[config.mk]
export PLATFORM = sky130hd
export DESIGN_NAME = credit_link_top
export DESIGN_NICKNAME = d
export VERILOG_FILES = /design/src/verilog/flit_pkg.sv /design/src/verilog/credit_pkg.sv /design/src/verilog/credit_link_if.sv /design/src/verilog/credit_counter.sv /design/src/verilog/credit_link_top.sv /design/src/verilog/credit_receiver.sv /design/src/verilog/credit_sender.sv /design/src/verilog/multi_grant_rr_arbiter.sv
export SDC_FILE = /design/constraint.sdc
export NUM_CORES = 1
export LEC_CHECK = 0
export BUFFER_PORTS_ARGS = -buffer_cell sky130_fd_sc_hd__buf_4
export CAP_MARGIN = 10
export CORE_UTILIZATION = 45
export CTS_CLUSTER_DIAMETER = 80
export DETAILED_ROUTE_END_ITERATION = 12
export SYNTH_ARGS = -nofsm -noshare
export SYNTH_HDL_FRONTEND = slang
export SYNTH_SLANG_ARGS = --single-unit
[constraint.sdc]
create_clock -name clk -period 19.5 [get_ports clk]
set_clock_uncertainty 0.05 [all_clocks]
set_input_delay 5.85 -clock clk [delete_from_list [all_inputs] [get_ports clk]]
set_output_delay 5.85 -clock clk [all_outputs]
set_load 0.03 [all_outputs]
[src/verilog/flit_pkg.sv]
// Flow and flit definitions
package flit_pkg;

  // ----------------------------------------
  // Flow count and payload width
  // ----------------------------------------

  // Number of independent flows that share one credit pool.
  localparam int NUM_FLOWS = 4;

  // Payload bits carried by one flit.
  localparam int DATA_WIDTH = 16;

  // Bits needed to name one flow.
  localparam int FLOW_IDX_WIDTH = (NUM_FLOWS > 1) ? $clog2(NUM_FLOWS) : 1;

  typedef logic [DATA_WIDTH-1:0]     flit_data_t;
  typedef logic [NUM_FLOWS-1:0]      flow_mask_t;
  typedef logic [FLOW_IDX_WIDTH-1:0] flow_idx_t;

endpackage

[src/verilog/credit_pkg.sv]
// Credit accounting definitions
package credit_pkg;

  // ----------------------------------------
  // Credit pool sizing
  // ----------------------------------------

  // Total credits in the pool. Each flow buffer in the receiver has the same
  // depth, so one flow can hold every credit without overflow.
  // It must be a power of two for the buffer pointers to wrap cleanly.
  localparam int MAX_CREDIT = 8;
  localparam int INITIAL_CREDIT = MAX_CREDIT;

  localparam int CREDIT_WIDTH = $clog2(MAX_CREDIT + 1);
  // Up to one credit per flow is spent or returned in one cycle.
  localparam int CHANGE_WIDTH = $clog2(flit_pkg::NUM_FLOWS + 1);

  // Buffer slot index, and the same index with an extra wrap bit.
  localparam int SLOT_WIDTH = $clog2(MAX_CREDIT);
  localparam int PTR_WIDTH = SLOT_WIDTH + 1;

  typedef logic [CREDIT_WIDTH-1:0] credit_t;
  typedef logic [CHANGE_WIDTH-1:0] credit_change_t;
  typedef logic [PTR_WIDTH-1:0]    buf_ptr_t;

endpackage

[src/verilog/credit_link_if.sv]
// Credit/valid link interface
`timescale 1ns/1ns

interface credit_link_if;
  import flit_pkg::*;
  import credit_pkg::*;

  // One valid bit per flow. Each set bit is a transfer, with no back-pressure.
  flow_mask_t                 valid;
  flit_data_t [NUM_FLOWS-1:0] data;
  // Number of credits handed back by the receiver this cycle.
  credit_change_t             credit;
  // Either side raises its flag while it is in reset.
  logic                       sender_in_reset;
  logic                       receiver_in_reset;

  modport sender (
    output valid,
    output data,
    output sender_in_reset,
    input  credit,
    input  receiver_in_reset
  );

  modport receiver (
    input  valid,
    input  data,
    input  sender_in_reset,
    output credit,
    output receiver_in_reset
  );

endinterface

[src/verilog/credit_counter.sv]
// Credit pool counter
`timescale 1ns/1ns

module credit_counter (
  input  logic                       clk,
  input  logic                       arst_n,
  input  logic                       reload,
  input  credit_pkg::credit_change_t incr,
  input  credit_pkg::credit_change_t decr,
  input  credit_pkg::credit_t        withhold,
  output credit_pkg::credit_t        count,
  output credit_pkg::credit_t        available
);
  import credit_pkg::*;

  credit_change_t incr_eff;
  credit_t        count_next;

  // Credits that come back while the pool is reloaded are lost on purpose.
  // The receiver is being emptied at the same time.
  assign incr_eff = reload ? '0 : incr;

  // ----------------------------------------
  // Spendable credit
  // ----------------------------------------

  // Returned credits count as spendable in the cycle they arrive.
  // Withheld credits are held back, and the result never goes below zero.
  always_comb begin
    int spendable;
    spendable = int'(count) + int'(incr_eff) - int'(withhold);
    if (spendable < 0) begin
      available = '0;
    end else if (spendable > MAX_CREDIT) begin
      available = credit_t'(MAX_CREDIT);
    end else begin
      available = credit_t'(spendable);
    end
  end

  // ----------------------------------------
  // Pool register
  // ----------------------------------------

  // The decrement never exceeds what was available, so only the upper limit
  // can be reached here, and only if the far side returns too many credits.
  always_comb begin
    int total;
    total = int'(count) + int'(incr_eff) - int'(decr);
    if (total > MAX_CREDIT) begin
      count_next = credit_t'(MAX_CREDIT);
    end else if (total < 0) begin
      count_next = '0;
    end else begin
      count_next = credit_t'(total);
    end
  end

  always_ff @(posedge clk or negedge arst_n) begin
    if (!arst_n) begin
      count <= credit_t'(INITIAL_CREDIT);
    end else if (reload) begin
      count <= credit_t'(INITIAL_CREDIT);
    end else begin
      count <= count_next;
    end
  end

endmodule

[src/verilog/credit_link_top.sv]
// Credit link top level
`timescale 1ns/1ns

module credit_link_top (
  input  logic                                           clk,
  input  logic                                           arst_n,
  input  logic                                           receiver_reset,
  input  flit_pkg::flow_mask_t                           push_valid,
  input  flit_pkg::flit_data_t [flit_pkg::NUM_FLOWS-1:0] push_data,
  input  credit_pkg::credit_t                            credit_withhold,
  input  flit_pkg::flow_mask_t                           pop_ready,
  output flit_pkg::flow_mask_t                           push_ready,
  output flit_pkg::flow_mask_t                           pop_valid,
  output flit_pkg::flit_data_t [flit_pkg::NUM_FLOWS-1:0] pop_data,
  output credit_pkg::credit_t                            credit_count,
  output credit_pkg::credit_t                            credit_available
);

  // ----------------------------------------
  // Link between the two sides
  // ----------------------------------------

  credit_link_if link_if ();

  // Sender side. Push to link is combinational.
  credit_sender credit_sender_i (
    .clk              (clk),
    .arst_n           (arst_n),
    .push_valid       (push_valid),
    .push_data        (push_data),
    .credit_withhold  (credit_withhold),
    .push_ready       (push_ready),
    .credit_count     (credit_count),
    .credit_available (credit_available),
    .link             (link_if.sender)
  );

  // Receiver side. It can be reset alone through receiver_reset.
  credit_receiver credit_receiver_i (
    .clk            (clk),
    .arst_n         (arst_n),
    .receiver_reset (receiver_reset),
    .pop_ready      (pop_ready),
    .pop_valid      (pop_valid),
    .pop_data       (pop_data),
    .link           (link_if.receiver)
  );

endmodule

[src/verilog/credit_receiver.sv]
// Credit receiver
`timescale 1ns/1ns

module credit_receiver (
  input  logic                                           clk,
  input  logic                                           arst_n,
  input  logic                                           receiver_reset,
  input  flit_pkg::flow_mask_t                           pop_ready,
  output flit_pkg::flow_mask_t                           pop_valid,
  output flit_pkg::flit_data_t [flit_pkg::NUM_FLOWS-1:0] pop_data,
  credit_link_if.receiver                                link
);
  import flit_pkg::*;
  import credit_pkg::*;

  logic           reset_hold_q;
  logic           in_reset;
  logic           flush;
  flit_data_t     buf_mem [NUM_FLOWS][MAX_CREDIT];
  buf_ptr_t       wr_ptr [NUM_FLOWS];
  buf_ptr_t       rd_ptr [NUM_FLOWS];
  flow_mask_t     pop_fire;
  credit_change_t pop_count;
  credit_change_t credit_q;

  // The receiver reports reset while receiver_reset is high and for one more
  // cycle, so the sender reloads its pool after the buffers are empty.
  always_ff @(posedge clk or negedge arst_n) begin
    if (!arst_n) begin
      reset_hold_q <= 1'b1;
    end else begin
      reset_hold_q <= receiver_reset;
    end
  end

  assign in_reset = receiver_reset || reset_hold_q;
  assign link.receiver_in_reset = in_reset;
  // A reset on either side empties the buffers.
  assign flush = in_reset || link.sender_in_reset;

  // ----------------------------------------
  // Per-flow circular buffers
  // ----------------------------------------

  // The pointers carry one wrap bit. Equal pointers mean the buffer is empty.
  always_ff @(posedge clk or negedge arst_n) begin
    if (!arst_n) begin
      for (int f = 0; f < NUM_FLOWS; f++) begin
        wr_ptr[f] <= '0;
        rd_ptr[f] <= '0;
      end
    end else if (flush) begin
      for (int f = 0; f < NUM_FLOWS; f++) begin
        wr_ptr[f] <= '0;
        rd_ptr[f] <= '0;
      end
    end else begin
      for (int f = 0; f < NUM_FLOWS; f++) begin
        if (link.valid[f]) begin
          wr_ptr[f] <= wr_ptr[f] + 1'b1;
        end
        if (pop_fire[f]) begin
          rd_ptr[f] <= rd_ptr[f] + 1'b1;
        end
      end
    end
  end

  // Storage holds payload only.
  always_ff @(posedge clk) begin
    for (int f = 0; f < NUM_FLOWS; f++) begin
      if (link.valid[f] && !flush) begin
        buf_mem[f][wr_ptr[f][SLOT_WIDTH-1:0]] <= link.data[f];
      end
    end
  end

  // A flit written at a clock edge is visible from the next cycle on.
  always_comb begin
    for (int f = 0; f < NUM_FLOWS; f++) begin
      pop_valid[f] = (wr_ptr[f] != rd_ptr[f]) && !flush;
      pop_data[f] = buf_mem[f][rd_ptr[f][SLOT_WIDTH-1:0]];
    end
  end

  assign pop_fire = pop_valid & pop_ready;

  // ----------------------------------------
  // Credit return
  // ----------------------------------------

  // One credit goes back for every flit popped, one cycle after the pop.
  always_comb begin
    pop_count = '0;
    for (int f = 0; f < NUM_FLOWS; f++) begin
      pop_count = pop_count + credit_change_t'(pop_fire[f]);
    end
  end

  always_ff @(posedge clk or negedge arst_n) begin
    if (!arst_n) begin
      credit_q <= '0;
    end else if (flush) begin
      credit_q <= '0;
    end else begin
      credit_q <= pop_count;
    end
  end

  assign link.credit = in_reset ? '0 : credit_q;

endmodule

[src/verilog/credit_sender.sv]
// Credit sender
`timescale 1ns/1ns

module credit_sender (
  input  logic                                       clk,
  input  logic                                       arst_n,
  input  flit_pkg::flow_mask_t                       push_valid,
  input  flit_pkg::flit_data_t [flit_pkg::NUM_FLOWS-1:0] push_data,
  input  credit_pkg::credit_t                        credit_withhold,
  output flit_pkg::flow_mask_t                       push_ready,
  output credit_pkg::credit_t                        credit_count,
  output credit_pkg::credit_t                        credit_available,
  credit_link_if.sender                              link
);
  import flit_pkg::*;
  import credit_pkg::*;

  logic           sender_in_reset_q;
  logic           either_in_reset;
  credit_change_t grant_limit;
  credit_change_t grant_count;

  // High during arst_n and for the first clock after it releases.
  always_ff @(posedge clk or negedge arst_n) begin
    if (!arst_n) begin
      sender_in_reset_q <= 1'b1;
    end else begin
      sender_in_reset_q <= 1'b0;
    end
  end

  assign link.sender_in_reset = sender_in_reset_q;
  assign either_in_reset = sender_in_reset_q || link.receiver_in_reset;

  // ----------------------------------------
  // Credit pool and arbitration
  // ----------------------------------------

  // Either side in reset reloads the pool and drops returned credits.
  credit_counter credit_counter_i (
    .clk       (clk),
    .arst_n    (arst_n),
    .reload    (either_in_reset),
    .incr      (link.credit),
    .decr      (grant_count),
    .withhold  (credit_withhold),
    .count     (credit_count),
    .available (credit_available)
  );

  // At most one flit per flow leaves per cycle, so the limit is the smaller of
  // the spendable credit and the flow count. A zero limit in reset keeps
  // push_ready low and the priority pointer still.
  always_comb begin
    if (either_in_reset) begin
      grant_limit = '0;
    end else if (credit_available < credit_t'(NUM_FLOWS)) begin
      grant_limit = credit_change_t'(credit_available);
    end else begin
      grant_limit = credit_change_t'(NUM_FLOWS);
    end
  end

  multi_grant_rr_arbiter arbiter_i (
    .clk           (clk),
    .arst_n        (arst_n),
    .request       (push_valid),
    .grant_allowed (grant_limit),
    .grant         (push_ready),
    .grant_count   (grant_count)
  );

  // The link is driven straight from the push side with no register.
  assign link.valid = push_ready & push_valid;
  assign link.data = push_data;

endmodule

[src/verilog/multi_grant_rr_arbiter.sv]
// Multi-grant round-robin arbiter
`timescale 1ns/1ns

module multi_grant_rr_arbiter (
  input  logic                       clk,
  input  logic                       arst_n,
  input  flit_pkg::flow_mask_t       request,
  input  credit_pkg::credit_change_t grant_allowed,
  output flit_pkg::flow_mask_t       grant,
  output credit_pkg::credit_change_t grant_count
);
  import flit_pkg::*;
  import credit_pkg::*;

  // Flow that has the highest priority this cycle.
  flow_idx_t prio_ptr;
  // Last flow that received a grant this cycle.
  flow_idx_t last_idx;
  flow_idx_t prio_next;

  // ----------------------------------------
  // Grant selection
  // ----------------------------------------

  // Walk the flows once, starting at the priority pointer, and grant each
  // requester in turn until the allowed number of grants is used up.
  always_comb begin
    credit_change_t granted;
    flow_idx_t      idx;
    grant = '0;
    granted = '0;
    last_idx = prio_ptr;
    for (int i = 0; i < NUM_FLOWS; i++) begin
      idx = flow_idx_t'((int'(prio_ptr) + i) % NUM_FLOWS);
      if (request[idx] && (granted < grant_allowed)) begin
        grant[idx] = 1'b1;
        granted = granted + 1'b1;
        last_idx = idx;
      end
    end
    grant_count = granted;
  end

  // ----------------------------------------
  // Priority rotation
  // ----------------------------------------

  // The flow just after the last winner goes first next time. A flow that
  // keeps requesting is therefore passed over by at most NUM_FLOWS grants.
  assign prio_next = flow_idx_t'((int'(last_idx) + 1) % NUM_FLOWS);

  always_ff @(posedge clk or negedge arst_n) begin
    if (!arst_n) begin
      prio_ptr <= '0;
    end else if (|grant) begin
      prio_ptr <= prio_next;
    end
  end

endmodule

==> results of run 1 <==
## power by group through the flow
stage | logic [uW] | clock network [uW] | registers (uW)
after detailed placement | 150 | 0 | 1340
after floorplan | 94.7 | 0 | 1330
after global placement | 149 | 0 | 1340
after global routing | 166 | 1090 | 1310
after CTS | 151 | 1050 | 1310
final | 151 | 1020 | 1310
## sequential cells by signal (all words and copies together), names as in the netlist
signal                                  flops
credit_receiver_i.buf_mem                 512
credit_receiver_i.credit_q                  3
credit_receiver_i.rd_ptr                   16
credit_receiver_i.reset_hold_q              1
credit_receiver_i.wr_ptr                   16
credit_sender_i.arbiter_i.prio_ptr          2
credit_sender_i.credit_counter_i.count      4
credit_sender_i.link.sender_in_reset        1
## layer usage
layer	wire length, um	global-route usage, %	vias to the layer above
li1	-	-	5135
met1	20250	25.06	5868
met2	22700	29.50	213
met3	2060	3.304	66
met4	974	5.737	0
met5	0	0	-
## worst register-to-register path, delay by kind of cell (launching register included)
family	cells	cell delay (ps)
xor+xnor	3	740
fa+ha+maj	7	2060
buf+inv	3	510
simple gates	15	3350
compound gates	9	2050
flops	1	370
## how the worst max path moves through the flow
| stage | from | endpoint | slack, ps | depth (start not counted) |
|---|---|---|---|---|
| after floorplan | receiver_reset | push_ready[2] | 1080 | 30 |
| after global placement | receiver_reset | push_ready[2] | 1000 | 29 |
| after detailed placement | receiver_reset | push_ready[2] | 840 | 29 |
| after CTS | receiver_reset | push_ready[2] | 820 | 29 |
| after global routing | receiver_reset | push_ready[2] | 270 | 29 |
| final | receiver_reset | push_ready[2] | 780 | 30 |
## stage by stage
| stage | cell area [um2] | std cells |
|---|---|---|
| floorplan | 22890 | 1173 |
| global placement | 25100 | 1985 |
| detailed placement | 25100 | 1985 |
| CTS | 26830 | 2084 |
| global route | 26830 | 2085 |
| finish | 26830 | 2085 |
## kinds of logic after synthesis
family                   after synthesis  synth area share (%)
AND/OR/NAND/NOR                      178                 4.100
XOR/XNOR                              43                 1.646
multiplexers                         207                 16.52
buffers and inverters                 81                 1.329
adder cells (fa/ha/maj)               38                 2.209
AO/OA/AOI/OAI                         70                 2.285
other                                  1               0.01639
flip-flops                           555                 71.90
## Yosys cell counts (all sizes together) (2+ instances only)
cell type / n / share of area (%)
a21boi: 2 / 0.066
a21o: 4 / 0.13
a21oi: 17 / 0.37
a221o: 7 / 0.32
a41oi: 4 / 0.15
and2: 10 / 0.27
and3: 8 / 0.22
buf: 19 / 0.31
clkbuf: 42 / 0.69
dfrtp: 40 / 4.4
dfstp: 3 / 0.34
edfxtp: 512 / 67
fa: 4 / 0.35
ha: 34 / 1.9
inv: 20 / 0.33
mux2: 65 / 3.2
mux2i: 12 / 0.52
mux4: 130 / 13
nand2: 35 / 0.58
nand2b: 9 / 0.26
nand3: 19 / 0.42
nand4: 5 / 0.14
nor2: 46 / 0.77
nor2b: 4 / 0.11
nor3: 13 / 0.28
nor3b: 7 / 0.25
nor4: 5 / 0.20
o2111ai: 2 / 0.077
o211ai: 3 / 0.12
o21a: 4 / 0.13
o21ai: 16 / 0.40
o31ai: 2 / 0.087
or2: 3 / 0.082
or3: 7 / 0.24
or4: 4 / 0.16
xnor2: 25 / 0.96
xor2: 18 / 0.69
## layout make-up
type                       instances  area [um2]  area share [%]
clock inverter                    31       262.8          0.9793
multi-input combinational        537        6212           23.15
antenna                            1       2.502        0.009327
sequential                       555       16460           61.35
inverter                          20       75.07          0.2798
tap                              672       840.8           3.134
clock buffer                      68        1468           5.470
timing repair buffer             201        1509           5.624
==> qor.yml, run 1 <==
status:
  status: "finished, final reports clean"
setup_path:
  reg2reg_depth: 37
  worstSetupPathType: "in -> out"
  path_common_cell: "ha_1"
  critical-path-max-stage-delay_ps: 540
  r2r_slack_ps: 10310
  crit_path_end_kind: "primary output"
  critPathMaxFanout: 21
  critPathRequiredTime_ps: 13600
  worstReg2RegEnd: "credit_sender_i.credit_counter_i.count[0]"
  crit_path_start_kind: "input port"
  reg2reg_from: "credit_receiver_i.reset_hold_q"
  crit_arrival_ps: 12820
  cp_top_family: "simple AND/OR/NAND/NOR gates"
  worst_path_max_delay_cell: "or4_1"
  cp_num_buf_inv: 4
clock_tree:
  h-tree-depth: 2
  max-clock-path-buffers: 3
  cts-root-buf: "clkbuf_16"
  cts_sinks: 555
  cts_resized: 0
  insertion_delay_ps: 600
  cts_tree: "yes"
  cts_setup_buffers: 0
  cts_buffers: 57
  path_clk_slew_ps: 60
  ctsHoldBuffers: 0
place:
  pre_cts_slack_ps: 838.6
  globalplace.congestion: 0.8100
  port_buffers: 158
  place_hpwl_um: 27040
yosys:
  syn_inst: 1173
  synth_edf_count: 512
  ys_warn_count: 0
  syn-num-nets: 1290
  yosysSeqAreaShare_pct: 71.90
  avgSynthCellArea_um2: 19.51
  syn_area_mm2: 0.02289
  synth_flop_cell: "edfxtp_1"
  ys_types: 65
  ys_ff_latch: 555
  ys_async_sr_fraction_pct: 7.748
grt:
  grt-ovfl-total: 0
  antenna_found_initial: 1
  first_global_vias: 11680
  grt_pass1_wl_um: 69660
  track_usage_pct: 18.20
  grt_max_degree: 44
detailed_routing:
  postRouteAntennaNets: 0
  drc: 0
  drt_iter0_drc: 558
  vias_per_cell: 5.411
  vias: 11280
  routed_wl_um: 45980
  drt_first_pass_iters: 4
  wl_per_cell_um: 22.05
layout:
  layout_commonest_cell: "edfxtp_1"
  synthToLayoutAreaGrowth_pct: 17.23
  final_util_pct: 53.48
  fillerInstances: 3941
  drive_gt1_share_pct: 36.69
  mostFrequentLayoutCells: "edfxtp_1, buf_4, mux4_2, mux2_2, clkbuf_16"
  finalNetCount: 1489
floorplanning:
  die-area_mm2: 0.05176
  boundaryPins: 159
  rows: 82
  coreArea_mm2: 0.05017
  die_h_um: 227.5
  initial_core_util_pct: 45.62
  die_w_um: 227.5
power_and_ir_drop:
  peakVddDrop_v: 0.00006323
  leakage_uw: 0.008918
  p_seq_share_pct: 52.8
  clockPowerShare_pct: 41.1
  power.share.switching_pct: 21.32
  p_total_uw: 2481
  p_int_uw: 1952
  comb_power_share_pct: 6.1
  p_per_area_mw_per_mm2: 92.48
  switchingPower_uw: 528.9
timing:
  period_share_pct: 96.01
  slew_headroom_pct: 26.15
  tns_ps: 0
  fin_ws_ps: 777.3
  min_period_ps: 18720
  max_freq_mhz: 53.41
  setup_violations: 0
  finalMaxSlewViolations: 0
  final_hold_viol_count: 0
  tightest_slew_ps: 1108
  hold-worst-slack_ps: 523.7
  rsz0062_at_grt: "no"
hold_path:
  whs_path_depth: 2
  hold_class: "reg -> reg"
  worstHoldStart: "credit_receiver_i.wr_ptr[3]"
  min_to: "credit_receiver_i.wr_ptr[3]"
flow_run:
  maxCapViolations: 0
No activity file was read; power rests on OpenSTA's default activity.
==> run 2, diff against run 1 <==
ABC_AREA = 1   (was not set)
CORE_UTILIZATION = 40   (was 45)
==> qor.yml, run 2 <==
floorplanning:
  boundaryPins: 159  # unchanged
  rows: 88  # was 82
  initial_core_util_pct: 40.58  # was 45.62%
  die_w_um: 244.2  # was 227.5 um
  die_h_um: 244.2  # was 227.5 um
  die-area_mm2: 0.05961  # was 0.05176 mm2
  coreArea_mm2: 0.05781  # was 0.05017 mm2
setup_path:
  crit_path_start_kind: "input port"  # unchanged
  cp_top_family: "simple AND/OR/NAND/NOR gates"  # unchanged
  worstSetupPathType: "in -> out"  # unchanged
  critPathMaxFanout: 19  # was 21
  crit_path_end_kind: "primary output"  # unchanged
  critPathRequiredTime_ps: 13600  # about the same
  crit_arrival_ps: 12270  # was 12820 ps
  critical-path-max-stage-delay_ps: 500  # was 540 ps
  worst_path_max_delay_cell: "nor2_4"  # was or4_1
  cp_num_buf_inv: 10  # was 4
  cp.depth: 39  # was 30
  reg2reg_depth: 49  # was 37
  path_common_cell: "ha_1"  # unchanged
grt:
  use_met3_pct: 3.611  # was 3.304%
  grt-ovfl-total: 0  # unchanged
  grt_pass1_wl_um: 84270  # was 69660 um
  grtUsageMet1_pct: 24.39  # was 25.06%
  first_global_vias: 14900  # was 11680
  grt_use_met2_pct: 29.62  # was 29.50%
  track_usage_pct: 18.08  # was 18.20%
  antenna_found_initial: 3  # was 1
  grt-busiest-layer: "met2"  # unchanged
  grt_max_degree: 71  # was 44
timing:
  period_share_pct: 93.19  # was 96.01%
  hold-worst-slack_ps: 435.8  # was 523.7 ps
  tns_ps: 0  # unchanged
  max_freq_mhz: 55.03  # was 53.41 MHz
  final_hold_viol_count: 0  # unchanged
  rsz0062_at_grt: "no"  # unchanged
  tightest_slew_ps: 1061  # was 1108 ps
  setup_violations: 0  # unchanged
  fin_ws_ps: 1327  # was 777.3 ps
  finalMaxSlewViolations: 0  # unchanged
  min_period_ps: 18170  # was 18720 ps
  slew_headroom_pct: 29.21  # was 26.15%
layout:
  largest_register_ffs: 512  # unchanged
  finalNetCount: 2269  # was 1489
  drive_gt1_share_pct: 16.64  # was 36.69%
  mostFrequentLayoutCells: "edfxtp_1, nor2_1, o21ai_0, buf_4, nand2_1"  # was edfxtp_1, buf_4, mux4_2, mux2_2, clkbuf_16
  layout_commonest_cell: "edfxtp_1"  # unchanged
  fin_cells: 2964  # was 2085
  synthToLayoutAreaGrowth_pct: 17.82  # was 17.23%
  n_antenna_cell: 0  # was 1
clock_tree:
  ctsHoldBuffers: 0  # unchanged
  cts_resized: 0  # unchanged
  insertion_delay_ps: 610  # was 600 ps
  cts_sinks: 555  # unchanged
  cts-root-buf: "clkbuf_16"  # unchanged
  cts_buffers: 58  # was 57
  path_clk_slew_ps: 50  # was 60 ps
  max-clock-path-buffers: 3  # unchanged
  cts_setup_buffers: 0  # unchanged
  cts_tree: "yes"  # unchanged
  h-tree-depth: 2  # unchanged
power_and_ir_drop:
  leakage_uw: 0.01007  # was 0.008918 uW
  p_per_area_mw_per_mm2: 94.87  # was 92.48 mW/mm2
  p_total_uw: 2622  # was 2481 uW
  peakVddDrop_v: 0.00006760  # was 0.00006323 V
yosys:
  synth_fa_ha_area_share_pct: 2.155  # was 2.209%
  syn-num-nets: 2104  # was 1290
  ys_warn_count: 0  # unchanged
  ys_ff_latch: 555  # unchanged
  syn_inst: 1987  # was 1173
  synth_area_leaders: "edfxtp_1, nor2_1, o21ai_0"  # was edfxtp_1, mux4_2, dfrtp_1
  ys_types: 45  # was 65
  synth-simple-area-share_pct: 13.05  # was 4.100%
  synthXorXnorAreaFrac_pct: 1.046  # was 1.646%
  syn_area_mm2: 0.02345  # was 0.02289 mm2
  yosysSeqAreaShare_pct: 70.15  # was 71.90%
  muxShareOfSynthArea_pct: 0.08535  # was 16.52%
  synth_common_cells: "edfxtp_1, nor2_1, o21ai_0, nand2_1, clkbuf_1"  # was edfxtp_1, mux4_2, mux2_2, nor2_1, clkbuf_1
  synth-compound-area-share_pct: 10.42  # was 2.285%
  ys_async_sr_fraction_pct: 7.748  # unchanged
  yosys.area.top_type: "edfxtp_1"  # unchanged
  yosysTopAreaCellShare_pct: 65.55  # was 67.18%
  yosysMostFrequentCell: "edfxtp_1"  # unchanged
  avgSynthCellArea_um2: 11.80  # was 19.51 um2
  synth_edf_count: 512  # unchanged
  synth_top_family_by_area: "simple AND/OR/NAND/NOR gates"  # was multiplexers
  synth_flop_cell: "edfxtp_1"  # unchanged
detailed_routing:
  postRouteAntennaNets: 0  # unchanged
  drt_first_pass_iters: 5  # was 4
  vias_per_cell: 5.167  # was 5.411
  vias: 15320  # was 11280
  drc: 0  # unchanged
  wl_per_cell_um: 18.19  # was 22.05 um
  routed_wl_um: 53910  # was 45980 um
  drt_iter0_drc: 948  # was 558
hold_path:
  hold_class: "reg -> reg"  # unchanged
  whs_path_depth: 1  # was 2
place:
  globalplace.congestion: 0.8267  # was 0.8100
  placedCellCount: 2857  # was 1985
  pre_cts_slack_ps: 1342  # was 838.6 ps
  place_hpwl_um: 30940  # was 27040 um
  port_buffers: 158  # unchanged
flow_run:
  maxCapViolations: 0  # unchanged
status:
  status: "finished, final reports clean"  # unchanged
==> run 2: logic make-up (layout without fill, tap and decap cells) <==
group,after synthesis,in the layout
buf+inv,191,403
fa+ha+maj,38,38
simple gates,730,730
flops,555,555
compound gates,442,442
xor+xnor,28,28
other cells,1,1
mux,2,2
==> run 2: path summary, 6_finish.rpt <==
kind | from | to | slack [ps]
min | credit_receiver_i.rd_ptr[3] | credit_receiver_i.rd_ptr[3] | 440
max reg2reg | credit_receiver_i.reset_hold_q | credit_sender_i.credit_counter_i.count[2] | 10990
min in group asynchronous | arst_n | credit_receiver_i.wr_ptr[14] | 5200
max | receiver_reset | push_ready[2] | 1330
max in group asynchronous | arst_n | credit_receiver_i.rd_ptr[4] | 13720
min reg2reg | credit_receiver_i.rd_ptr[3] | credit_receiver_i.rd_ptr[3] | 440
==> run 2: cell type report <==
type / count / area (um2)
repair buffers: 211 / 1584
clock inverters: 40 / 459.2
inverters: 85 / 319.1
multi-input cells: 1241 / 6307
clock buffers: 67 / 1549
fillers: 5140 / 30170
flip-flops and latches: 555 / 16460
well taps: 765 / 957.2
==> run 2: per-layer routing <==
metal  up-vias  part of all wire (%)
met4         6                   2.3
met5         -                 0.070
met1      7506                    45
met2       321                    48
li1       7385                     -
met3        97                   5.2
==> run 2: stage by stage <==
step / area [um2] / utilization (%)
2_1_floorplan: 23460 / -
3_3_place_gp: 25630 / 44.33
3_5_place_dp: 25630 / 44.33
4_1_cts: 27640 / 47.81
5_1_grt: 27640 / 47.81
6_report: 27640 / 47.81
==> run 2: power by group <==
| part | internal [uW] | switching, uW |
|---|---|---|
| clock | 699 | 451 |
| sequential | 1310 | 6.44 |
| combinational | 53.2 | 106 |
